==> src/hdl/rv_isa_pkg.sv <==
package rv_isa_pkg;

    // Major opcodes of the supported subset.
    localparam logic [6:0] OPC_LUI    = 7'b0110111;
    localparam logic [6:0] OPC_OP_IMM = 7'b0010011;
    localparam logic [6:0] OPC_OP     = 7'b0110011;

    // Funct3 of the OP and OP-IMM groups.
    localparam logic [2:0] F3_ADD_SUB = 3'b000;
    localparam logic [2:0] F3_SLL     = 3'b001;
    localparam logic [2:0] F3_SLT     = 3'b010;
    localparam logic [2:0] F3_SLTU    = 3'b011;
    localparam logic [2:0] F3_XOR     = 3'b100;
    localparam logic [2:0] F3_SRL_SRA = 3'b101;
    localparam logic [2:0] F3_OR      = 3'b110;
    localparam logic [2:0] F3_AND     = 3'b111;

    // Funct7 for register forms.
    localparam logic [6:0] F7_BASE = 7'b0000000;
    localparam logic [6:0] F7_ALT  = 7'b0100000;

    // Immediate shifts on RV64 keep a 6-bit shamt.
    localparam logic [5:0] F6_BASE = 6'b000000;
    localparam logic [5:0] F6_SRA  = 6'b010000;

    typedef enum logic [3:0] {
        ALU_ADD    = 4'd0,
        ALU_SUB    = 4'd1,
        ALU_SLL    = 4'd2,
        ALU_SLT    = 4'd3,
        ALU_SLTU   = 4'd4,
        ALU_XOR    = 4'd5,
        ALU_SRL    = 4'd6,
        ALU_SRA    = 4'd7,
        ALU_OR     = 4'd8,
        ALU_AND    = 4'd9,
        ALU_PASS_B = 4'd10
    } alu_op_e;

endpackage

==> src/hdl/pipe_pkg.sv <==
package pipe_pkg;

    import rv_isa_pkg::*;

    localparam int XLEN = 64;

    // Decode to execute.
    typedef struct packed {
        logic            valid;
        logic [XLEN-1:0] pc;
        logic [31:0]     inst;
        logic [XLEN-1:0] op1;
        logic [XLEN-1:0] op2;
        alu_op_e         alu_op;
        logic            reg_we;
        logic [4:0]      rd;
        logic            illegal;
    } id_ex_t;

    // Execute to writeback payload, which doubles as the retire trace.
    typedef struct packed {
        logic            valid;
        logic [XLEN-1:0] pc;
        logic [31:0]     inst;
        logic [XLEN-1:0] result;
        logic            reg_we;
        logic [4:0]      rd;
        logic            illegal;
    } ex_wb_t;

endpackage

==> src/hdl/hazard_ctrl.sv <==
`timescale 1ns/100ps

module hazard_ctrl
    import pipe_pkg::*;
(
    input  logic       use_rs1_i,
    input  logic       use_rs2_i,
    input  logic [4:0] rs1_i,
    input  logic [4:0] rs2_i,
    input  id_ex_t     id_ex_i,
    input  logic       wb_stall_i,
    output logic       id_ex_stall_o,
    output logic       ex_wb_stall_o,
    output logic       inst_ready_o
);

    logic rs1_hit;
    logic rs2_hit;
    logic hazard;
    logic id_ex_stall;

    // The producer is still in execute and its result is not in the file yet.
    assign rs1_hit = use_rs1_i && (rs1_i != 5'd0) && (rs1_i == id_ex_i.rd);
    assign rs2_hit = use_rs2_i && (rs2_i != 5'd0) && (rs2_i == id_ex_i.rd);
    assign hazard  = id_ex_i.valid && id_ex_i.reg_we && (rs1_hit || rs2_hit);

    assign id_ex_stall   = hazard || wb_stall_i;
    assign id_ex_stall_o = id_ex_stall;
    assign ex_wb_stall_o = wb_stall_i;
    assign inst_ready_o  = !id_ex_stall;

endmodule

==> config.mk <==
export PLATFORM = sky130hd
export DESIGN_NAME = hazard_ctrl
export DESIGN_NICKNAME = d
export VERILOG_FILES = /design/src/hdl/rv_isa_pkg.sv /design/src/hdl/pipe_pkg.sv /design/src/hdl/hazard_ctrl.sv
export SDC_FILE = /design/constraint.sdc
export NUM_CORES = 1
export LEC_CHECK = 0
export BUFFER_PORTS_ARGS = -buffer_cell sky130_fd_sc_hd__buf_2
export CELL_PAD_IN_SITES_DETAIL_PLACEMENT = 0
export CELL_PAD_IN_SITES_GLOBAL_PLACEMENT = 2
export CORE_AREA = 2 2 97 99
export DETAILED_ROUTE_END_ITERATION = 8
export DIE_AREA = 0 0 99 101
export GPL_TIMING_DRIVEN = 0
export PLACE_DENSITY_LB_ADDON = 0.1
export SETUP_SLACK_MARGIN = 0.2
export SYNTH_ARGS = -nofsm -noshare
export SYNTH_HDL_FRONTEND = slang
export SYNTH_SLANG_ARGS = --single-unit
==> constraint.sdc <==
create_clock -name vclk -period 2
set_input_delay 0.4 -clock vclk [all_inputs]
set_output_delay 0.4 -clock vclk [all_outputs]
set_load 0.03 [all_outputs]
### Yosys cells after proc, flatten, opt, wreduce, memory -nomap -nowiden

Index checks and enable logic that the tools add are counted.

| operators by class | value |
|---|---|
| equal/unequal tests | 2 |
| reduce and logical (&&, ||, !) cells | 11 |

Operators with widths:

| operator | count |
|---|---|
| $eq A5 B5 Y1 | 2 |
| $reduce_bool A5 Y1 | 2 |
| $logic_and A1 B1 Y1 | 6 |
| $logic_or A1 B1 Y1 | 2 |
| $logic_not A1 Y1 | 1 |

| word-level totals | value |
|---|---|
| flip-flop bits (word level) | 0 |
| bits of input ports | 249 |
| output and inout port bits | 3 |

### Longest topological paths before layout

| depth | value |
|---|---|
| depth in word-level cells | 7 |
| depth in mapped cells | 4 |
| gate-level depth less buffers | 4 |

### Worst setup path before layout

No wires, ideal clock.

| timing path | value |
|---|---|
| path kind | input to output |
| start | input port rs2_i[0] |
| end | output port inst_ready_o |
| arrival time | 1795 ps |
| required time | 1600 ps |
| setup slack | -195 ps |
| cell stages on the path | 4 |
| path through | or4_1 a21oi_1 nor3_1 nor3_1 |

| between the ends | value |
|---|---|
| longest elaborated chain between the ends | 7 |

RTL lines:

| element | RTL line | text |
|---|---|---|
| start: declaration | hazard_ctrl.sv:9 | `input logic [4:0] rs2_i,` |
| $reduce_bool A5 Y1 | hazard_ctrl.sv:24 | `assign rs2_hit = use_rs2_i && (rs2_i != 5'd0) && (rs2_i == id_ex_i.rd);` |
| $logic_and A1 B1 Y1 | hazard_ctrl.sv:24 |  |
| $logic_and A1 B1 Y1 (*) | hazard_ctrl.sv:24 |  |
| $logic_or A1 B1 Y1 (*) | hazard_ctrl.sv:25 | `assign hazard = id_ex_i.valid && id_ex_i.reg_we && (rs1_hit \|\| rs2_hit);` |
| $logic_and A1 B1 Y1 (*) | hazard_ctrl.sv:25 |  |
| $logic_or A1 B1 Y1 (*) | hazard_ctrl.sv:27 | `assign id_ex_stall = hazard \|\| wb_stall_i;` |
| $logic_not A1 Y1 (*) | hazard_ctrl.sv:30 | `assign inst_ready_o = !id_ex_stall;` |
| end: declaration | hazard_ctrl.sv:14 | `output logic inst_ready_o` |

Every way passes the cells marked *; elsewhere a longest branch is shown, timed or not.

### Final worst setup path

| timing path | value |
|---|---|
| start | input port rs2_i[1] |
| end | output port id_ex_stall_o |

| between the ends | value |
|---|---|
| longest elaborated chain between the ends | 6 |

RTL lines:

| element | RTL line | text |
|---|---|---|
| $reduce_bool A5 Y1 | hazard_ctrl.sv:24 |  |
| $logic_and A1 B1 Y1 | hazard_ctrl.sv:24 |  |
| $logic_and A1 B1 Y1 (*) | hazard_ctrl.sv:24 |  |
| $logic_or A1 B1 Y1 (*) | hazard_ctrl.sv:25 |  |
| $logic_and A1 B1 Y1 (*) | hazard_ctrl.sv:25 |  |
| $logic_or A1 B1 Y1 (*) | hazard_ctrl.sv:27 |  |
| end: declaration | hazard_ctrl.sv:12 | `output logic id_ex_stall_o,` |

Marks and branches as above.

==> flow_summary.toml <==
[timing]
clock.fmax_mhz = 462.0
hold_viol_final = 0
drv_slew = 0
holdWs_ns = 1.112
relSlewSlack_pct = 85.50
setup_viol = 2
fin_crit_ns = 2.165
finalWorstSetupSlack_ns = -0.1647
rsz0062_at_grt = "true"
worstMarginPinSlew_ns = 0.2167
fin_crit_sh_pct = 108.2

[cells_and_area]
fill_cells = 1056
seq_area_um2 = 0
flops_and_latches = 0
nets = 302
nClkBuffers = 0
stdcell_count = 162
antenna_cells = 0
drive_gt1_share_pct = 68.63
fin_area_um2 = 533.0
area_growth_pct = 220.3

[logic_synthesis]
synth_xor_area_share_pct = 42.11
synthCells = 25
yosysUniqueCellTypes = 10
ys_warn_count = 0
synth_area_um2 = 166.4
ys_seq_area_share_pct = 0
avgSynthCellArea_um2 = 6.656
yosys.area_share.simple_pct = 47.37
synth_compound_area_share_pct = 6.015
synth_top_family_by_area = "simple AND/OR/NAND/NOR gates"
synthMuxAreaShare_pct = 0
synth_fa_ha_area_share_pct = 0
syn_nets = 274

[global_routing]
grt_use_total_pct = 2.454
grt_max_degree = 5
grt_first_pass_wirelength_um = 1966
grt_pass1_vias = 360
use_met2_pct = 4.418
grt_overflow = 0
grt_use_met1_pct = 2.854
antenna_found_initial = 0
grt_util_met3_pct = 1.110
busiest_layer = "met2"

[route]
routed_via_density = 1.728
routed_wl_um = 1175
via_count = 280
dr.pass1.iters = 3
drc = 0
antenna_left = 0
drtIter0Drc = 12
post_drt_wl_per_cell_um = 7.253

[placed_design]
dp_cells = 159
dpl_cell_area_um2 = 442.9
gp_congestion = 0.5851
io_buffers = 23

[hold_path]
whs_endpoint = "inst_ready_o"
hp-class = "in -> out"
hold_start = "wb_stall_i"
hold_depth = 3

[power_and_ir_drop]
pwr_density_cell_nw_per_um2 = 164.4
p_leak_nw = 0.1837
max-vdd-ir-drop_v = 0.00003248

[status]
violations = "negative setup slack"
outcome = "finished, violations left"

[die]
io_pins = 252
fp.coreArea_um2 = 8977
design.die.area_um2 = 9999
num_rows = 35
initial_core_util_pct = 1.854
die_h_um = 101
die_width_um = 99

[critical_path]
required_ns = 1.60
worstSetupEndpointType = "primary output"
crit_path_frequent_cell = "buf_6"
cp_data_arrival_time_ns = 1.76
cp_max_fo = 2
crit_path_start_kind = "primary input"
crit_buf_inv = 2
worst_path_max_delay_cell = "or4_4"
path_delay_family = "simple AND/OR/NAND/NOR gates"
critPathKind = "in -> out"
critPathMaxStageDelay_ns = 0.54
cp_cell_sequence = "buf_6, or4_4, a21oi_4, nor3_4, or3_4, buf_6"

[job]
cap_violations = 0
[synth_stat cells]
| library cell | n | area share (%) |
|---|---|---|
| nor2_1 | 2 | 4.5 |
| and2_1 | 2 | 7.5 |
| nand3_1 | 2 | 6.0 |
| nand4_1 | 2 | 7.5 |
| xnor2_1 | 8 | 42 |
| or3_1 | 1 | 3.8 |
| a21oi_1 | 2 | 6.0 |
| or4_1 | 2 | 9.0 |
| buf_4 | 1 | 4.5 |
| nor3_1 | 3 | 9.0 |
[cells by family (layout without fill, tap and decap cells)]
group	after synthesis	after routing
AND/OR/NAND/NOR	14	14
buffers and inverters	1	27
XOR/XNOR	8	8
AO/OA/AOI/OAI	2	2
[metal layers]
layer  up-vias  part of all wire (%)
met4         0                     0
li1        142                     -
met1       124                    39
met2        14                    48
met5         -                     0
met3         0                    13
[where the power goes]
part	internal [W]	switching, W	total (W)
sequential	0	0	0
clock	0	0	0
combinational	0.0000464	0.0000412	0.0000876
[final cells by class]
cell class                 count  area, um2  area share (%)
buffer                         1      7.507           1.408
multi-input combinational     24      221.5           41.55
tap                          111      138.9           26.06
timing repair buffer          26      165.2           30.99
[worst min-delay path: stages]
cell	delay, ns
buf_2	0.11
nor3_2	0.04
buf_4	0.15
[what timing repair did]
item | 4_1_cts | 5_1_grt
hold buffers | 0 | 0
gates resized for setup | 8 | 5
pin swaps | 5 | 8
gates cloned | 0 | 0
setup endpoints to repair | 2 | 2
setup buffers | 2 | 1
[placed cells by master (no fill, tap or decap)]
cell type	instances
buf_6	4
buf_4	5
or4_4	2
nor3_4	2
and2_1	2
buf_2	18
a21oi_4	2
xnor2_1	8
nand4_1	2
nand3_1	2
or3_4	1
nor3_2	1
nor2_1	2
[through the flow]
step,power [W],utilization (%),TNS (ns),worst slack [ns]
floorplan,0.00003496,-,0,0.05298
global placement,0.00007202,4.934,-0.3488,-0.2640
detailed placement,0.00007176,4.934,-0.3160,-0.2480
CTS,0.00008035,5.477,-0.3068,-0.1900
global route,0.00009645,5.937,-0.3499,-0.1903
finish,0.00008761,5.937,-0.2869,-0.1647
[worst max-delay path by stage]
stage / from / endpoint / slack (ns) / cells past startpoint
global placement: rs1_i[2] / id_ex_stall_o / -0.26 / 6
floorplan: rs2_i[0] / inst_ready_o / 0.05 / 4
CTS: rs2_i[3] / id_ex_stall_o / -0.19 / 6
finish: rs2_i[1] / id_ex_stall_o / -0.16 / 6
global route: rs2_i[1] / id_ex_stall_o / -0.19 / 6
detailed placement: rs1_i[2] / id_ex_stall_o / -0.25 / 6
Note: power is estimated with default switching activity, not from simulation.
