--- config.mk ---
export PLATFORM = sky130hd
export DESIGN_NAME = reg_file
export DESIGN_NICKNAME = d
export VERILOG_FILES = /design/src/hdl/rv_isa_pkg.sv /design/src/hdl/pipe_pkg.sv /design/src/hdl/reg_file.sv
export SDC_FILE = /design/constraint.sdc
export NUM_CORES = 2
export LEC_CHECK = 0
export BUFFER_PORTS_ARGS = -buffer_cell sky130_fd_sc_hd__buf_2
export CORE_MARGIN = 2
export CORE_UTILIZATION = 27
export DETAILED_ROUTE_END_ITERATION = 16
export PLACE_DENSITY = 0.49
export SKIP_CTS_REPAIR_TIMING = 1
export SLEW_MARGIN = 20
export SYNTH_ARGS = -nofsm -noshare
export SYNTH_HDL_FRONTEND = slang
export SYNTH_SLANG_ARGS = --single-unit
export TNS_END_PERCENT = 10
--- constraint.sdc ---
create_clock -name clk -period 6.14 [get_ports clk]
set_input_delay 0.307 -clock clk [delete_from_list [all_inputs] [get_ports clk]]
set_output_delay 0.307 -clock clk [all_outputs]
set_load 0.01 [all_outputs]
--- src/hdl/rv_isa_pkg.sv ---
package rv_isa_pkg;

    // Major opcodes of the supported subset.
    localparam logic [6:0] OPC_LUI    = 7'b0110111;
    localparam logic [6:0] OPC_OP_IMM = 7'b0010011;
    localparam logic [6:0] OPC_OP     = 7'b0110011;

    // Funct3 of the OP and OP-IMM groups.
    localparam logic [2:0] F3_ADD_SUB = 3'b000;
    localparam logic [2:0] F3_SLL     = 3'b001;
    localparam logic [2:0] F3_SLT     = 3'b010;
    localparam logic [2:0] F3_SLTU    = 3'b011;
    localparam logic [2:0] F3_XOR     = 3'b100;
    localparam logic [2:0] F3_SRL_SRA = 3'b101;
    localparam logic [2:0] F3_OR      = 3'b110;
    localparam logic [2:0] F3_AND     = 3'b111;

    // Funct7 for register forms.
    localparam logic [6:0] F7_BASE = 7'b0000000;
    localparam logic [6:0] F7_ALT  = 7'b0100000;

    // Immediate shifts on RV64 keep a 6-bit shamt.
    localparam logic [5:0] F6_BASE = 6'b000000;
    localparam logic [5:0] F6_SRA  = 6'b010000;

    typedef enum logic [3:0] {
        ALU_ADD    = 4'd0,
        ALU_SUB    = 4'd1,
        ALU_SLL    = 4'd2,
        ALU_SLT    = 4'd3,
        ALU_SLTU   = 4'd4,
        ALU_XOR    = 4'd5,
        ALU_SRL    = 4'd6,
        ALU_SRA    = 4'd7,
        ALU_OR     = 4'd8,
        ALU_AND    = 4'd9,
        ALU_PASS_B = 4'd10
    } alu_op_e;

endpackage

--- src/hdl/pipe_pkg.sv ---
package pipe_pkg;

    import rv_isa_pkg::*;

    localparam int XLEN = 64;

    // Decode to execute.
    typedef struct packed {
        logic            valid;
        logic [XLEN-1:0] pc;
        logic [31:0]     inst;
        logic [XLEN-1:0] op1;
        logic [XLEN-1:0] op2;
        alu_op_e         alu_op;
        logic            reg_we;
        logic [4:0]      rd;
        logic            illegal;
    } id_ex_t;

    // Execute to writeback payload, which doubles as the retire trace.
    typedef struct packed {
        logic            valid;
        logic [XLEN-1:0] pc;
        logic [31:0]     inst;
        logic [XLEN-1:0] result;
        logic            reg_we;
        logic [4:0]      rd;
        logic            illegal;
    } ex_wb_t;

endpackage

--- src/hdl/reg_file.sv ---
`timescale 1ns/100ps

module reg_file
    import pipe_pkg::*;
(
    input  logic            clk,
    input  logic            rst_n,
    input  logic [4:0]      rs1_i,
    input  logic [4:0]      rs2_i,
    output logic [XLEN-1:0] rs1_data_o,
    output logic [XLEN-1:0] rs2_data_o,
    input  logic            we_i,
    input  logic [4:0]      rd_i,
    input  logic [XLEN-1:0] wdata_i
);

    logic [XLEN-1:0] regs [1:31];

    // x0 reads as zero; a same-cycle write is forwarded.
    function automatic logic [XLEN-1:0] read_port(input logic [4:0] addr);
        logic [XLEN-1:0] val;
        if (addr == 5'd0) begin
            val = '0;
        end else if (we_i && (addr == rd_i)) begin
            val = wdata_i;
        end else begin
            val = regs[addr];
        end
        return val;
    endfunction

    always_ff @(posedge clk) begin
        if (rst_n) begin
            for (int i = 1; i < 32; i++) begin
                regs[i] <= '0;
            end
        end else if (we_i && (rd_i != 5'd0)) begin
            regs[rd_i] <= wdata_i;
        end
    end

    always_comb begin
        rs1_data_o = read_port(rs1_i);
        rs2_data_o = read_port(rs2_i);
    end

endmodule

# Yosys cells after proc, flatten, opt, wreduce, memory -nomap -nowiden
# Memory sizes are Yosys's and may differ from the RTL's.
# Index checks and enable logic that the tools add are counted.
[totals]
ff_bits = 0
latchBits = 0
ramBits = 1984
romBits = 0
in_bits = 82
output_inout_bits = 128
word_cells = 22
n_memories = 1
[memory_table]
columns = ["name", "depth", "width", "read_ports", "rd_clocked_by_memory_dff", "write_ports", "line_no", "text"]
rows = [
  ["regs", 31, 64, 2, 0, 31, "reg_file.sv:17", "logic [XLEN-1:0] regs [1:31];"],
]
[op_classes]
addsub = 0
mul = 0
div_mod_pow = 0
magnitude_cmp = 0
n_eq_ne = 2
shift = 0
n_mux = 12
bitwise = 0
reduce_logical = 7
[op_table]
columns = ["cell", "count"]
rows = [
  ["2-to-1 mux 64 bit", 5],
  ["OR reduction 64 bit", 1],
  ["== test 5 bit", 2],
  ["logical NOT 5 bit", 2],
  ["2-to-1 mux 1 bit", 6],
  ["2-to-1 mux 5 bit", 1],
  ["nonzero test 5 bit", 1],
  ["logical AND 1 bit", 3],
]

# Depth between registers and ports, before layout
[depth]
depth_word = 7
depth_mapped = 10
mapped_depth_nobuf = 5

# Least setup slack after synthesis
# No wires, ideal clock.
[synth_path]
kind = "input -> register"
startpoint = "input rd_i[2]"
endpoint = "memory regs[7][0] (enable)"
setup_ns = 0.394
t_arrival_ns = 2.250
required_ns = 5.746
slack_ns = 3.496
path_stages = 5
path_buffers = 2
cell_sequence = "clkbuf_1 > or3b_1 > nor2_1 > clkbuf_1 > or2_2"
[synth_rtl]
columns = ["element", "line_no", "text"]
rows = [
  ["start: declaration", "reg_file.sv:13", "input logic [4:0] rd_i,"],
  ["end: declaration", "reg_file.sv:17", ""],
]

# Worst setup path in the final report
[layout_path]
startpoint = "input rs1_i[1]"
endpoint = "output rs1_data_o[35]"
[layout_via]
elab_chain_len = 4
elab_cells_between_ends = 6
[layout_lines]
columns = ["element", "line_no", "text"]
rows = [
  ["start: declaration", "reg_file.sv:8", "input logic [4:0] rs1_i,"],
  ["parallel branches: the longest is 3 deep, another holds memory (31 x 64 bit)", "--", ""],
  ["2-to-1 mux 64 bit *", "reg_file.sv:22", "if (addr == 5'd0) begin"],
  ["end: declaration", "reg_file.sv:10", "output logic [XLEN-1:0] rs1_data_o,"],
]
# Mark *: on every way between the ends.

==> results.md <==
Yosys:
- The prevailing post-synth register cell is sky130_fd_sc_hd__edfxtp_1.
- The number of instances in the synthesized netlist is 6,951.
- The largest area contributor in the netlist is sky130_fd_sc_hd__edfxtp_1.
- The per-instance average area after synthesis is 15.5 µm².
- Yosys mapped a number of flops with a built-in enable equal to 2,048.
- The count of different cell masters after synthesis is 48.
- Yosys printed 0 warnings.
- The share of the Yosys chip area taken by registers is 0.569.
- Of the post-synthesis cell area, the dominant cell type holds 0.569.
- After synthesis, the cell types taking the most area are sky130_fd_sc_hd__edfxtp_1 57%, sky130_fd_sc_hd__mux4_2 21%, sky130_fd_sc_hd__and2_1 12%, sky130_fd_sc_hd__clkbuf_1 2.0%, sky130_fd_sc_hd__mux2i_1 1.7%.
- Counting flops and latches in the post-synthesis netlist gives 2,048.
- In this run the cell area of the synthesized design comes to 108,000 µm².
- After synthesis, the share of flip-flops with an asynchronous set or reset is 0.

STA:
- Across all hold checks on the routed design, the worst slack comes to -0.00624 ns.
- The worst path meets setup with 1.82 ns of slack.
- Setup repair after global routing left no endpoint under its margin.
- The setup-violating endpoint count in the final report is 0.
- The count of final max-slew check failures is 0.
- The final critical-path required period is 4.32 ns.
- The final sum of negative setup slack is 0 ns.
- At the pin with the least slew margin, the transition time is 1.28 ns.
- The final worst-path cycle share is 0.704.
- The fmax is 0.231 GHz.
- The final count of hold timing violations is 1.
- The max-slew headroom at the worst pin is 0.142.

CTS:
- CTS placed an instance of sky130_fd_sc_hd__clkbuf_16 at the clock tree root.
- CTS built an H-tree with a depth of 4.
- The clock-pin transition on the worst setup and hold timing paths is 0.06 ns.
- The maximum clock path buffer count is 4.
- The clock tree from TritonCTS is built.
- The number of sinks handled by clock tree synthesis is 2,048.
- The number of clock buffers inserted by TritonCTS is 225.

Power:
- The highest ir drop seen on vdd is 255 µV.
- The standby leakage power is 41.1 nW.
- The power density normalized to cell area is 282 nW/µm².

Route:
- The per-cell via count in the routed design is 5.71.
- The remaining number of nets flagged by the antenna check after routing is 0.
- The routed length per instance is 38.4 µm.
- In this run, the number of DRC markers left after iteration 0 of detailed routing was 11,300.
- The first-pass iteration count of the detailed router is 5.
- For this block, the routed nets add up to 476,000 µm of wire.
- The post-route DRC violation count is 0.
- Summing over every cut layer, the via total after detailed routing is 70,700.

Setup path:
- The cell with the largest stage delay on the worst path is sky130_fd_sc_hd__or3_1.
- STA puts the critical path data arrival time at 4.02 ns.
- The critical path's largest stage delay is 0.83 ns.
- The critical path goes through buf_8 -> or3_1 -> nor3_1 -> o21bai_4 -> buf_4 -> nor3_1 -> a22o_1 -> buf_2.
- The cell seen most often among critical-path stages is sky130_fd_sc_hd__nor3_1.
- The type of the worst setup path is in2out.
- The type of element capturing the critical path is an output port.
- Along the worst path, the maximum fanout reaches 58.
- The data required time of the worst path is 5.83 ns.
- STA classifies the critical path startpoint as an input pin.

Finish:
- The net count of the finished layout is 6,996.
- The ratio of cells with drive above 1 in the final layout is 0.258.
- The area growth from synthesis to layout is 13.7%.
- The largest registers in the layout are regs x2048.
- The register with the most flip-flops in the layout has 2,048 of them.
- More flip-flops sit in one register than any other, and that register is regs.

Die:
- The floorplan step set the die width to 637 µm.
- The die outline height is 637 µm.
- The die covers 405,000 µm².
- The core region is 399,000 µm².
- The total number of placement rows is 232.
- The I/O pin total is 210.
- The initial utilization of the core area, before any placement, comes to 0.271.

Placed design:
- The HPWL after detailed placement is 262,000 µm.
- The number of buffers inserted by port buffering is 209.
- The post-place setup slack is 1.91 ns.
- The final weighted congestion in routability-driven placement is 0.825.

Global routing:
- The first global-routing pass estimated 637,000 µm of wire.
- Entering global routing, the biggest net connects 100 pins.
- For this run, the total global-route usage over all layers was measured as 0.229.
- The number of global-route vias before repair was 70,000.
- The number of antenna violations at the first check in global routing came to 88.
- The total congestion overflow is 0.

Run status:
- The checks that failed: hold timing.
- The run finished, with violations left.

Job:
- Max-cap violations in this run came to 0.

Hold path:
- The worst hold path belongs to the class in2reg.
## worst max-delay path, delay by kind of cell
family,cells,cell delay [ns]
AOI/OAI and AO/OA,2,0.95
buffers and inverters,3,1.08
and+or+nand+nor,3,1.46
## cell usage in the layout (no fill, tap or decap), types with 10 or more instances in the layout
cell and count:
sky130_fd_sc_hd__or2_4 31, sky130_fd_sc_hd__nand3_1 46, sky130_fd_sc_hd__nor3_1 30, sky130_fd_sc_hd__mux2i_1 184, sky130_fd_sc_hd__buf_4 155, sky130_fd_sc_hd__edfxtp_1 2048, sky130_fd_sc_hd__dlygate4sd3_1 52, sky130_fd_sc_hd__clkbuf_16 229
sky130_fd_sc_hd__nor4_1 35, sky130_fd_sc_hd__conb_1 64, sky130_fd_sc_hd__a21oi_1 42, sky130_fd_sc_hd__diode_2 38, sky130_fd_sc_hd__bufinv_16 18, sky130_fd_sc_hd__clkinv_2 43, sky130_fd_sc_hd__mux4_2 1015, sky130_fd_sc_hd__clkbuf_1 51
sky130_fd_sc_hd__a22oi_1 106, sky130_fd_sc_hd__clkinv_1 54, sky130_fd_sc_hd__and2_1 1985, sky130_fd_sc_hd__o221ai_1 13, sky130_fd_sc_hd__nor2_4 34, sky130_fd_sc_hd__o2111ai_1 10, sky130_fd_sc_hd__o22ai_1 212, sky130_fd_sc_hd__nand2_1 80
sky130_fd_sc_hd__buf_2 200, sky130_fd_sc_hd__a22o_1 116, sky130_fd_sc_hd__a211oi_1 57, sky130_fd_sc_hd__buf_12 48, sky130_fd_sc_hd__nand2b_1 14
## power breakdown
group	switching, W	total (W)	internal [W]
Clock	0.00598	0.0135	0.00755
Sequential	0.000383	0.0165	0.0162
Combinational	0.00281	0.00454	0.00173
## through the flow
step | total power, W | cell area, µm² | util | hold WS (ns) | cells
floorplan | 0.0192 | 108000 | - | 0.406 | 7014
global route | 0.0354 | 123000 | 0.308 | 0.00114 | 12400
detailed placement | 0.0213 | 115000 | 0.289 | 0.831 | 11900
global placement | 0.0212 | 115000 | 0.289 | 0.818 | 11900
finish | 0.0346 | 123000 | 0.308 | -0.00624 | 12400
CTS | 0.0347 | 122000 | 0.306 | -0.172 | 12300
## cells by family after synthesis
group           synth area share
simple gates               0.130
flops                      0.569
mux                        0.230
buf+inv                   0.0313
compound gates            0.0389
xor+xnor                0.000811
other cells            0.0000347
## path summary, 6_finish.rpt
path | startpoint | endpoint | slack (ns) | cells after the start
worst max-delay path | rs1_i[1] | rs1_data_o[35] | 1.82 | 8
worst min-delay path | wdata_i[12] | regs[0][12]$_DFFE_PP_ | -0.006 | 1
## cell usage after synthesis (7+ instances only)
library cell                number
sky130_fd_sc_hd__a211oi_1       57
sky130_fd_sc_hd__a21oi_1        42
sky130_fd_sc_hd__a22o_1        116
sky130_fd_sc_hd__a22oi_1       106
sky130_fd_sc_hd__and2_1       1987
sky130_fd_sc_hd__buf_1          58
sky130_fd_sc_hd__buf_2         115
sky130_fd_sc_hd__buf_4          39
sky130_fd_sc_hd__buf_6          15
sky130_fd_sc_hd__clkbuf_1      563
sky130_fd_sc_hd__edfxtp_1     2048
sky130_fd_sc_hd__mux2_2          9
sky130_fd_sc_hd__mux2i_1       184
sky130_fd_sc_hd__mux4_2       1015
sky130_fd_sc_hd__nand2_1        85
sky130_fd_sc_hd__nand2b_1       18
sky130_fd_sc_hd__nand3_1        47
sky130_fd_sc_hd__nand3b_1        7
sky130_fd_sc_hd__nor2_1         44
sky130_fd_sc_hd__nor2b_1         8
sky130_fd_sc_hd__nor3_1         32
sky130_fd_sc_hd__nor4_1         35
sky130_fd_sc_hd__o2111ai_1      10
sky130_fd_sc_hd__o211a_1         7
sky130_fd_sc_hd__o21ai_0         7
sky130_fd_sc_hd__o221ai_1       13
sky130_fd_sc_hd__o22ai_1       212
sky130_fd_sc_hd__or2_2          31
## final cells by class
type | count | area, µm²
inverters | 2 | 7.51
fillers | 39100 | 276000
repair buffers | 463 | 3780
well taps | 5265 | 6590
diodes | 38 | 95.1
clock inverters | 128 | 1090
multi-input cells | 4174 | 43900
clock buffers | 280 | 5920
flip-flops and latches | 2048 | 61500
## routing by layer
metal	GRT usage	wire length (µm)	up-vias	share of wire
li1	-	-	26900	-
met1	0.290	177000	38100	0.37
met2	0.376	227000	4702	0.48
met3	0.0423	45500	1021	0.096
met4	0.113	26700	20	0.056
met5	0	140	-	0.00029
No activity file was read; power rests on OpenSTA's default activity.
