### config.mk
export PLATFORM = sky130hd
export DESIGN_NAME = decode_unit
export DESIGN_NICKNAME = d
export VERILOG_FILES = /design/src/hdl/rv_isa_pkg.sv /design/src/hdl/pipe_pkg.sv /design/src/hdl/decode_unit.sv
export SDC_FILE = /design/constraint.sdc
export NUM_CORES = 1
export LEC_CHECK = 0
export ABC_CLOCK_PERIOD_IN_PS = 1500
export BUFFER_PORTS_ARGS = -buffer_cell sky130_fd_sc_hd__buf_2
export CORE_AREA = 2 2 182 184
export DETAILED_ROUTE_END_ITERATION = 10
export DIE_AREA = 0 0 184 186
export PLACE_DENSITY_LB_ADDON = 0.08
export SLEW_MARGIN = 10
export SYNTH_ARGS = -nofsm -noshare
export SYNTH_HDL_FRONTEND = slang
export SYNTH_SLANG_ARGS = --single-unit
### constraint.sdc
create_clock -name vclk -period 1.5
set_input_delay 0.225 -clock vclk [all_inputs]
set_output_delay 0.225 -clock vclk [all_outputs]
set_load 0.02 [all_outputs]
### src/hdl/rv_isa_pkg.sv
package rv_isa_pkg;

    // Major opcodes of the supported subset.
    localparam logic [6:0] OPC_LUI    = 7'b0110111;
    localparam logic [6:0] OPC_OP_IMM = 7'b0010011;
    localparam logic [6:0] OPC_OP     = 7'b0110011;

    // Funct3 of the OP and OP-IMM groups.
    localparam logic [2:0] F3_ADD_SUB = 3'b000;
    localparam logic [2:0] F3_SLL     = 3'b001;
    localparam logic [2:0] F3_SLT     = 3'b010;
    localparam logic [2:0] F3_SLTU    = 3'b011;
    localparam logic [2:0] F3_XOR     = 3'b100;
    localparam logic [2:0] F3_SRL_SRA = 3'b101;
    localparam logic [2:0] F3_OR      = 3'b110;
    localparam logic [2:0] F3_AND     = 3'b111;

    // Funct7 for register forms.
    localparam logic [6:0] F7_BASE = 7'b0000000;
    localparam logic [6:0] F7_ALT  = 7'b0100000;

    // Immediate shifts on RV64 keep a 6-bit shamt.
    localparam logic [5:0] F6_BASE = 6'b000000;
    localparam logic [5:0] F6_SRA  = 6'b010000;

    typedef enum logic [3:0] {
        ALU_ADD    = 4'd0,
        ALU_SUB    = 4'd1,
        ALU_SLL    = 4'd2,
        ALU_SLT    = 4'd3,
        ALU_SLTU   = 4'd4,
        ALU_XOR    = 4'd5,
        ALU_SRL    = 4'd6,
        ALU_SRA    = 4'd7,
        ALU_OR     = 4'd8,
        ALU_AND    = 4'd9,
        ALU_PASS_B = 4'd10
    } alu_op_e;

endpackage

### src/hdl/pipe_pkg.sv
package pipe_pkg;

    import rv_isa_pkg::*;

    localparam int XLEN = 64;

    // Decode to execute.
    typedef struct packed {
        logic            valid;
        logic [XLEN-1:0] pc;
        logic [31:0]     inst;
        logic [XLEN-1:0] op1;
        logic [XLEN-1:0] op2;
        alu_op_e         alu_op;
        logic            reg_we;
        logic [4:0]      rd;
        logic            illegal;
    } id_ex_t;

    // Execute to writeback payload, which doubles as the retire trace.
    typedef struct packed {
        logic            valid;
        logic [XLEN-1:0] pc;
        logic [31:0]     inst;
        logic [XLEN-1:0] result;
        logic            reg_we;
        logic [4:0]      rd;
        logic            illegal;
    } ex_wb_t;

endpackage

### src/hdl/decode_unit.sv
`timescale 1ns/100ps

module decode_unit
    import rv_isa_pkg::*;
    import pipe_pkg::*;
(
    input  logic            inst_valid_i,
    input  logic [XLEN-1:0] pc_i,
    input  logic [31:0]     inst_i,
    input  logic [XLEN-1:0] rs1_data_i,
    input  logic [XLEN-1:0] rs2_data_i,
    output logic [4:0]      rs1_o,
    output logic [4:0]      rs2_o,
    output logic            use_rs1_o,
    output logic            use_rs2_o,
    output id_ex_t          id_ex_o
);

    logic [6:0]      opcode;
    logic [2:0]      funct3;
    logic [6:0]      funct7;
    logic [5:0]      funct6;
    logic [XLEN-1:0] imm_i;
    logic [XLEN-1:0] imm_u;
    logic            legal;
    logic            is_op_imm;
    logic            is_op;
    alu_op_e         alu_op;

    assign opcode = inst_i[6:0];
    assign funct3 = inst_i[14:12];
    assign funct7 = inst_i[31:25];
    assign funct6 = inst_i[31:26];
    assign imm_i  = {{(XLEN-12){inst_i[31]}}, inst_i[31:20]};
    assign imm_u  = {{(XLEN-32){inst_i[31]}}, inst_i[31:12], 12'b0};

    assign is_op_imm = (opcode == OPC_OP_IMM);
    assign is_op     = (opcode == OPC_OP);

    assign rs1_o     = inst_i[19:15];
    assign rs2_o     = inst_i[24:20];
    assign use_rs1_o = inst_valid_i && (is_op_imm || is_op);
    assign use_rs2_o = inst_valid_i && is_op;

    // Base operation for each funct3; SUB and SRA are picked below.
    function automatic alu_op_e base_op(input logic [2:0] f3);
        alu_op_e op;
        case (f3)
            F3_SLL:     op = ALU_SLL;
            F3_SLT:     op = ALU_SLT;
            F3_SLTU:    op = ALU_SLTU;
            F3_XOR:     op = ALU_XOR;
            F3_SRL_SRA: op = ALU_SRL;
            F3_OR:      op = ALU_OR;
            F3_AND:     op = ALU_AND;
            default:    op = ALU_ADD;
        endcase
        return op;
    endfunction

    always_comb begin
        legal  = 1'b1;
        alu_op = base_op(funct3);
        if (opcode == OPC_LUI) begin
            alu_op = ALU_PASS_B;
        end else if (is_op_imm) begin
            if (funct3 == F3_SLL) begin
                legal = (funct6 == F6_BASE);
            end else if (funct3 == F3_SRL_SRA) begin
                if (funct6 == F6_SRA) begin
                    alu_op = ALU_SRA;
                end else if (funct6 != F6_BASE) begin
                    legal = 1'b0;
                end
            end
        end else if (is_op) begin
            if (funct7 == F7_ALT) begin
                if (funct3 == F3_ADD_SUB) begin
                    alu_op = ALU_SUB;
                end else if (funct3 == F3_SRL_SRA) begin
                    alu_op = ALU_SRA;
                end else begin
                    legal = 1'b0;
                end
            end else if (funct7 != F7_BASE) begin
                legal = 1'b0;
            end
        end else begin
            legal = 1'b0;
        end
    end

    always_comb begin
        id_ex_o.valid   = inst_valid_i;
        id_ex_o.pc      = pc_i;
        id_ex_o.inst    = inst_i;
        id_ex_o.op1     = (opcode == OPC_LUI) ? '0 : rs1_data_i;
        id_ex_o.op2     = is_op ? rs2_data_i : ((opcode == OPC_LUI) ? imm_u : imm_i);
        id_ex_o.alu_op  = alu_op;
        id_ex_o.reg_we  = inst_valid_i && legal;
        id_ex_o.rd      = inst_i[11:7];
        id_ex_o.illegal = inst_valid_i && !legal;
    end

endmodule

* Word level (Yosys, flattened, before mapping)
Cells that the tools add are included.
** Operators by class
- Equality and inequality tests :: 12
- Reductions and logical operators :: 10
- Mux-type cells :: 24
** Operators by type and width (number)
- $mux W64 :: 2
- $mux W4 :: 9
- $mux W31 :: 1
- $pmux W4 S7 :: 1
- $eq A7 B6 Y1 const B :: 3
- $eq A3 B3 Y1 const B :: 4
- $mux W1 :: 11
- $eq A7 B5 Y1 const B :: 1
- $reduce_bool A7 Y1 :: 1
- $eq A3 B2 Y1 const B :: 2
- $eq A6 B5 Y1 const B :: 1
- $logic_not A6 Y1 :: 1
- $reduce_bool A6 Y1 :: 1
- $logic_and A1 B1 Y1 :: 4
- $eq A3 B1 Y1 const B :: 1
- $logic_not A3 Y1 :: 1
- $logic_not A1 Y1 :: 1
- $logic_or A1 B1 Y1 :: 1
** Storage, ports and cells
- Output and inout bits :: 248
- Register bits :: 0
- Logic and storage cells :: 46
- Bits of input ports :: 225

* Depth between registers and ports, before layout
Gate-level depths: netlist (run 1).
- Word-level depth :: 9
- Gate-level depth with buffers :: 6
- Gate-level depth less buffers :: 4

* Least setup slack after synthesis (run 1)
Ideal clock, no wire load.
- Kind :: in2out
- From :: input inst_i[31]
- To :: output id_ex_o[6] (netlist bit)
- Data required time :: 1.275 ns
- Data arrival time :: 1.455 ns
- Buffers on the path :: 0
- Path slack :: -0.180 ns
- Cell stages on the path :: 4
- Cells stage by stage :: or4_4 > o31ai_2 > o2111ai_1 > nor3b_2
** RTL lines
- from (decl) :: line decode_unit.sv:9 : input logic [31:0] inst_i,
- to (decl) :: line decode_unit.sv:16 : output id_ex_t id_ex_o

==> results of run 1 <==
## cell usage after synthesis
cell       instances
nand2b_1           1
and4bb_2           1
nand2_1           29
xor2_1             2
and3_1             3
o2111ai_1          2
and2_1            65
inv_1              1
mux2i_1           19
buf_2             10
a21boi_2           1
mux2_2             1
o21a_1             1
o31ai_2            1
buf_4            112
nand4_1            1
nor3b_2            1
a21oi_1           20
o21bai_1           1
nand3_1            3
clkbuf_1          20
or3b_2             1
nor2_1             2
o21ai_0           13
o211ai_1           2
nor2b_1            2
nor2_2             1
or4_4              1
a31o_2            33
nor3_1             2
## area by class of cell
cell class / instances / share of cell area
inverters: 1 / 0.000625
multi-input cells: 209 / 0.360
well taps: 408 / 0.0850
repair buffers: 394 / 0.555
## cell usage in the layout (no fill, tap or decap), types with 2 or more instances in the layout
cell       synthesis  routed
a21oi_2            0       7
a21oi_4            0      13
a31o_4             0      33
and2_1            65      22
and2_2             0       8
and2_4             0      35
and3_4             0       3
buf_12             0      10
buf_16             0      11
buf_2             10     219
buf_4            112      33
buf_6              0     110
buf_8              0       3
clkbuf_16          0       8
mux2i_1           19      19
nand2_1           29      23
nand2_2            0       4
nand2_4            0       2
nor2_1             2       2
nor3_1             2       2
o211ai_1           2       2
o21ai_2            0       7
o21ai_4            0       6
xor2_1             2       2
## repair_timing
action,CTS,global route
gates cloned,11,9
pin swaps,9,10
gates resized for setup,227,151
buffers inserted,12,0
hold buffers,0,0
endpoints found under the setup margin,136,136
## routing by layer
| metal | vias to the layer above | part of all wire | GRT usage |
|---|---|---|---|
| met5 | - | 0 | 0 |
| met4 | 0 | 0.0026 | 0.00320 |
| met3 | 13 | 0.055 | 0.00763 |
| met2 | 174 | 0.57 | 0.166 |
| met1 | 1576 | 0.37 | 0.0820 |
| li1 | 1589 | - | - |
## cell families (layout without fill, tap and decap cells)
kind of cell / after synthesis / count (layout) / share of synthesized area
xor+xnor: 2 / 2 / 0.00743
buf+inv: 143 / 395 / 0.411
mux: 20 / 20 / 0.0855
compound gates: 74 / 74 / 0.223
simple gates: 113 / 113 / 0.273
## worst max-delay path, stage by stage
cell and delay (ns):
buf_6 0.09, or4_4 0.57, o31ai_4 0.22, o2111ai_4 0.18, nor3b_4 0.23, buf_6 0.14
## final timing paths
path,endpoint,slack [ns],cells after the start
min,id_ex_o[210],0.45,0
max,id_ex_o[6],-0.39,6
## metrics by stage
step / std cells / power, µW / util
6_report: 1012 / 1750 / 0.186
5_1_grt: 1012 / 1850 / 0.186
4_1_cts: 1005 / 1600 / 0.164
3_5_place_dp: 984 / 1270 / 0.124
3_3_place_gp: 984 / 1280 / 0.124
2_1_floorplan: 352 / 1020 / -
## report_power, final
group / switching (µW) / leakage [µW] / internal, µW
clock network: 0 / 0 / 0
logic: 867 / 0.00288 / 881
registers: 0 / 0 / 0
==> impl_metrics.ini, run 1 <==
[run_status]
status = finished with violations
violations = negative setup slack

[critical_path]
start_kind = input pin
worstSetupPathType = input pin to output pin
required_ns = 1.27
crit_fanout = 3
startpoint = inst_i[27]
worstPathArrival_ns = 1.67
end_kind = output pin

[timing]
timing.final.crit_share = 1.26
clock.fmax_mhz = 528
rsz0062_at_grt = true
hold_ws_ns = 0.450
tightest_slew_ns = 0.630
setup-tns-final_ns = -34.41
finalCriticalPeriod_ns = 1.89
worst_slack_ns = -0.394
finalHoldViolations = 0
setup_viol = 136
drv_slew = 0
max-slew-margin-rel = 0.577

[flow_run]
max_cap_viol_count = 0

[place]
gp_congestion = 0.685
dp_hpwl_um = 12100
dp_slack_ns = -0.515
port_buffers = 330
dpl_cell_area_um2 = 4000

[global_routing]
grt_pass1_vias = 3184
grt_usage = 0.0767
grt_pass1_wl_um = 19900
overflow = 0
antenna_found_initial = 0
grt_max_degree = 35

[yosys]
yosys.area.top_type = buf_4
syn_area_um2 = 2360
yosys_warnings = 0
syn-num-nets = 577
synth_area_per_cell_um2 = 6.70
yosysSeqAreaShare = 0
ys_top_cells_by_area = buf_4 36%, and2_1 17%, a31o_2 12%
syn_inst = 352
yosysUniqueCellTypes = 30
synth.top_cell.area_share = 0.357

[cells_and_area]
areaGrowthSynthToFinish_pct = 155
nets = 831
layout-drive-gt1-share = 0.871
regArea_um2 = 0
multi_input_area_um2 = 2160
diodes = 0
nFillCells = 3629
final_area_um2 = 6000
seq_cell_count = 0
clkbuf_count = 0

[pwr]
leakagePower_uw = 0.00288
p_per_area_nw_per_um2 = 291
ir_drop_v = 0.0000835

[detailed_routing]
viasPerCell = 3.31
drtIter0Drc = 45
via_count = 3352
ant_nets = 0
drtPass1Iterations = 4
drc_errors = 0
routedWlPerCell_um = 16.3
wirelength_um = 16500

[worst_hold_path]
hold_start = pc_i[39]
hold_class = input pin to output pin

[die]
io_pins = 473
rows = 66
core_um2 = 32200
die_area_um2 = 34200
die_w_um = 184
die_height_um = 186
start_util = 0.0732
No activity file was read; power rests on OpenSTA's default activity.
==> inputs of run 2 (changes only) <==
Settings changed: ABC_CLOCK_PERIOD_IN_PS 1500 to 1700.
Clock period 1.5 ns to 1.7 ns, I/O delays scaled along.
==> impl_metrics.ini, run 2 (synthesized netlist as in run 1, its figures left out) <==
[run_status]
status = finished with violations
violations = negative setup slack

[die]
core_um2 = 32200
io_pins = 473
die_height_um = 186
start_util = 0.0732
die_area_um2 = 34200
rows = 66
die_w_um = 184

[cells_and_area]
layout-drive-gt1-share = 0.880
nFillCells = 3625
multi_input_area_um2 = 2180
layout_common_cells = 207 x buf_2, 121 x buf_6, 48 x and2_4
areaGrowthSynthToFinish_pct = 166
final_area_um2 = 6270
diodes = 0
nets = 845
regArea_um2 = 0
clkbuf_count = 0
final_common_cell = buf_2
seq_cell_count = 0

[place]
dpl_cell_area_um2 = 3950
port_buffers = 330
dp_slack_ns = -0.541
gp_congestion = 0.711
dp_hpwl_um = 12900

[global_routing]
use_met3 = 0.0108
grt_pass1_vias = 3519
gr-usage-met2 = 0.177
overflow = 0
grt_max_degree = 23
grt_pass1_wl_um = 22400
grt_usage = 0.0869
grt_busiest_layer = met2
antenna_found_initial = 0
grt_use_met1 = 0.0971

[detailed_routing]
viasPerCell = 3.33
drc_errors = 0
drtIter0Drc = 60
wirelength_um = 18000
via_count = 3419
routedWlPerCell_um = 17.5
ant_nets = 0
drtPass1Iterations = 4

[pwr]
p_sw_frac = 0.486
leakagePower_uw = 0.00300
cell_internal_pwr_uw = 830
p_comb_frac = 1.000
clockPowerShare = 0
pwr-share-seq = 0
total_power_uw = 1610
p_per_area_nw_per_um2 = 257
ir_drop_v = 0.0000753
p_switching_uw = 784

[critical_path]
required_ns = 1.44
crit_family = simple AND/OR/NAND/NOR gates
max_stage_delay_ns = 0.57
crit_buf_inv = 2
crit_fanout = 3
worstSetupPathType = input pin to output pin
cp_slowest_cell = or4_4
path_cells = buf_6 > or4_4 > o31ai_4 > o2111ai_4 > nor3b_4 > buf_6
worstPathArrival_ns = 1.72
crit_path_frequent_cell = buf_6
end_kind = output pin
start_kind = input pin

[timing]
setup_viol = 136
finalHoldViolations = 0
worst_slack_ns = -0.270
rsz0062_at_grt = true
tightest_slew_ns = 0.571
finalCriticalPeriod_ns = 1.97
timing.final.crit_share = 1.16
max-slew-margin-rel = 0.616
drv_slew = 0
clock.fmax_mhz = 507

[flow_run]
max_cap_viol_count = 0

[worst_hold_path]
hold_class = input pin to output pin

[cts]
ctsHoldBuffers = 0
run 2: per-layer routing:
metal  vias to the layer above  part of all wire
met5                         -                 0
met3                        25             0.051
met4                         0             0.012
met1                      1606              0.36
met2                       171              0.58
li1                       1617                 -
run 2: path summary, 6_finish.rpt:
| path | from | endpoint | slack (ns) | cells past startpoint |
|---|---|---|---|---|
| worst max-delay path | inst_i[29] | id_ex_o[6] | -0.27 | 6 |
| worst min-delay path | pc_i[31] | id_ex_o[202] | 0.51 | 0 |
run 2: per-stage QoR:
stage	hold WS (ns)	TNS [ns]	util	std cells
global placement	0.510	-32.43	0.123	985
global route	0.510	-34.11	0.195	1026
CTS	0.510	-25.36	0.165	1014
detailed placement	0.510	-34.57	0.123	985
floorplan	0.623	-0.0272	-	352
finish	0.510	-24.17	0.195	1026
run 2: repair_timing:
| action | 4_1_cts | 5_1_grt |
|---|---|---|
| buffers inserted | 16 | 12 |
| cloned | 13 | 7 |
| pin swaps | 56 | 14 |
| resized for setup | 263 | 178 |
| setup endpoints to repair | 136 | 136 |
run 2: area by class of cell:
cell class,count,share of cell area
multi-input combinational,209,0.347
tap,408,0.0814
inverter,1,0.000598
timing repair buffer,408,0.571
run 2: power groups by stage:
stage,sequential (µW),combinational (µW),clock (µW)
after global placement,0,1130,0
after detailed placement,0,1110,0
after floorplan,0,875,0
after global routing,0,1710,0
after CTS,0,1410,0
final,0,1610,0
==> inputs of run 3 (changes only) <==
Settings changed: PLACE_DENSITY_LB_ADDON 0.08 to 0.3.
==> impl_metrics.ini, run 3 (synthesized netlist as in run 1, its figures left out) <==
[run_status]
status = finished with violations
violations = negative setup slack

[timing]
max-slew-margin-rel = 0.568
worst_slack_ns = -0.274
drv_slew = 0
timing.final.crit_share = 1.16
setup_viol = 136
finalHoldViolations = 0
rsz0062_at_grt = true
finalCriticalPeriod_ns = 1.97
clock.fmax_mhz = 507
tightest_slew_ns = 0.642

[critical_path]
cp_slowest_cell = or4_4
path_cells = buf_6 > or4_4 > o31ai_4 > o2111ai_4 > o21a_1 > buf_6
worstSetupPathType = input pin to output pin
crit_buf_inv = 2
worstPathArrival_ns = 1.72
crit_family = compound AO/OA/AOI/OAI gates
end_kind = output pin
crit_path_frequent_cell = buf_6
start_kind = input pin
crit_fanout = 3
required_ns = 1.44
max_stage_delay_ns = 0.59
cp_num_cells = 6

[pwr]
leakagePower_uw = 0.00303
p_sw_frac = 0.479
p_comb_frac = 1.000
p_per_area_nw_per_um2 = 262
clockPowerShare = 0
p_switching_uw = 791
ir_drop_v = 0.0000817
cell_internal_pwr_uw = 859
total_power_uw = 1650
pwr-share-seq = 0

[cells_and_area]
layout_common_cells = 190 x buf_2, 140 x buf_6, 65 x and2_4
final_common_cell = buf_2
nFillCells = 3545
diodes = 0
clkbuf_count = 0
layout-drive-gt1-share = 0.917
layout.cells.non_filler = 1021
regArea_um2 = 0
nets = 840
multi_input_area_um2 = 2200
seq_cell_count = 0
areaGrowthSynthToFinish_pct = 167

[place]
gp_congestion = 0.662
port_buffers = 330
dp_cells = 984
dp_hpwl_um = 11700

[detailed_routing]
wirelength_um = 17700
via_count = 3464
routedWlPerCell_um = 17.3
drtIter0Drc = 94
drc_errors = 0
drtPass1Iterations = 4
viasPerCell = 3.39
ant_nets = 0

[cts]
ctsHoldBuffers = 0

[worst_hold_path]
hold_class = input pin to output pin
holdPathStages = 0

[die]
die_w_um = 184
core_um2 = 32200
start_util = 0.0732
die_height_um = 186
io_pins = 473
rows = 66
die_area_um2 = 34200

[global_routing]
overflow = 0
grt_pass1_wl_um = 21900
grt_usage = 0.0867
grt_pass1_vias = 3331
grt_max_degree = 26
antenna_found_initial = 0

[flow_run]
max_cap_viol_count = 0
-- run 3: cell count changes in the layout (fill, tap and decap cells not counted), moves of 2 or more --
| cell | previous run | this run |
|---|---|---|
| buf_2 | 207 | 190 |
| a21oi_2 | 7 | 14 |
| nand2_4 | 7 | 11 |
| buf_6 | 121 | 140 |
| o21ai_1 | 3 | 1 |
| nand2_2 | 5 | 2 |
| a21oi_4 | 11 | 5 |
| and2_1 | 17 | 0 |
| o21ai_4 | 6 | 3 |
| clkbuf_16 | 7 | 4 |
| and2_4 | 48 | 65 |
| o21ai_2 | 4 | 9 |
| buf_12 | 19 | 14 |
-- run 3: final timing paths --
kind  slack [ns]            to       start
max        -0.27    id_ex_o[0]  inst_i[27]
min         0.51  id_ex_o[178]     pc_i[7]
-- run 3: power by group through the flow --
stage,clock [µW],sequential [µW],combinational [µW]
final,0,0,1650
after detailed placement,0,0,1090
after global placement,0,0,1100
after floorplan,0,0,875
after CTS,0,0,1530
after global routing,0,0,1740
-- run 3: metal layers --
layer	vias up	wire, µm	global-route usage
met5	-	0	0
met4	0	463	0.0214
met3	34	1270	0.0166
met2	199	8880	0.155
met1	1623	7070	0.107
li1	1608	-	-
-- run 3: stage by stage --
stage	cell area [µm²]	hold WS, ns	setup TNS [ns]	setup slack [ns]	utilization
global placement	3900	0.510	-31.24	-0.437	0.121
finish	6280	0.510	-19.47	-0.274	0.195
CTS	5820	0.510	-26.13	-0.325	0.181
floorplan	2370	0.623	-0.0272	-0.0272	-
global route	6280	0.510	-24.99	-0.353	0.195
detailed placement	3900	0.510	-32.59	-0.462	0.121
-- run 3: final cells by class --
cell class                      instances  area share
Inverter                                1    0.000597
Multi-Input combinational cell        209       0.350
Tap cell                              408      0.0812
Timing Repair Buffer                  403       0.568
-- run 3: what timing repair did --
item | in CTS | in global routing
pin swaps | 62 | 38
setup endpoints to repair | 136 | 136
cloned | 16 | 3
setup buffers | 25 | 13
gates resized for setup | 374 | 128
endpoints found under the hold margin | 0 | 0
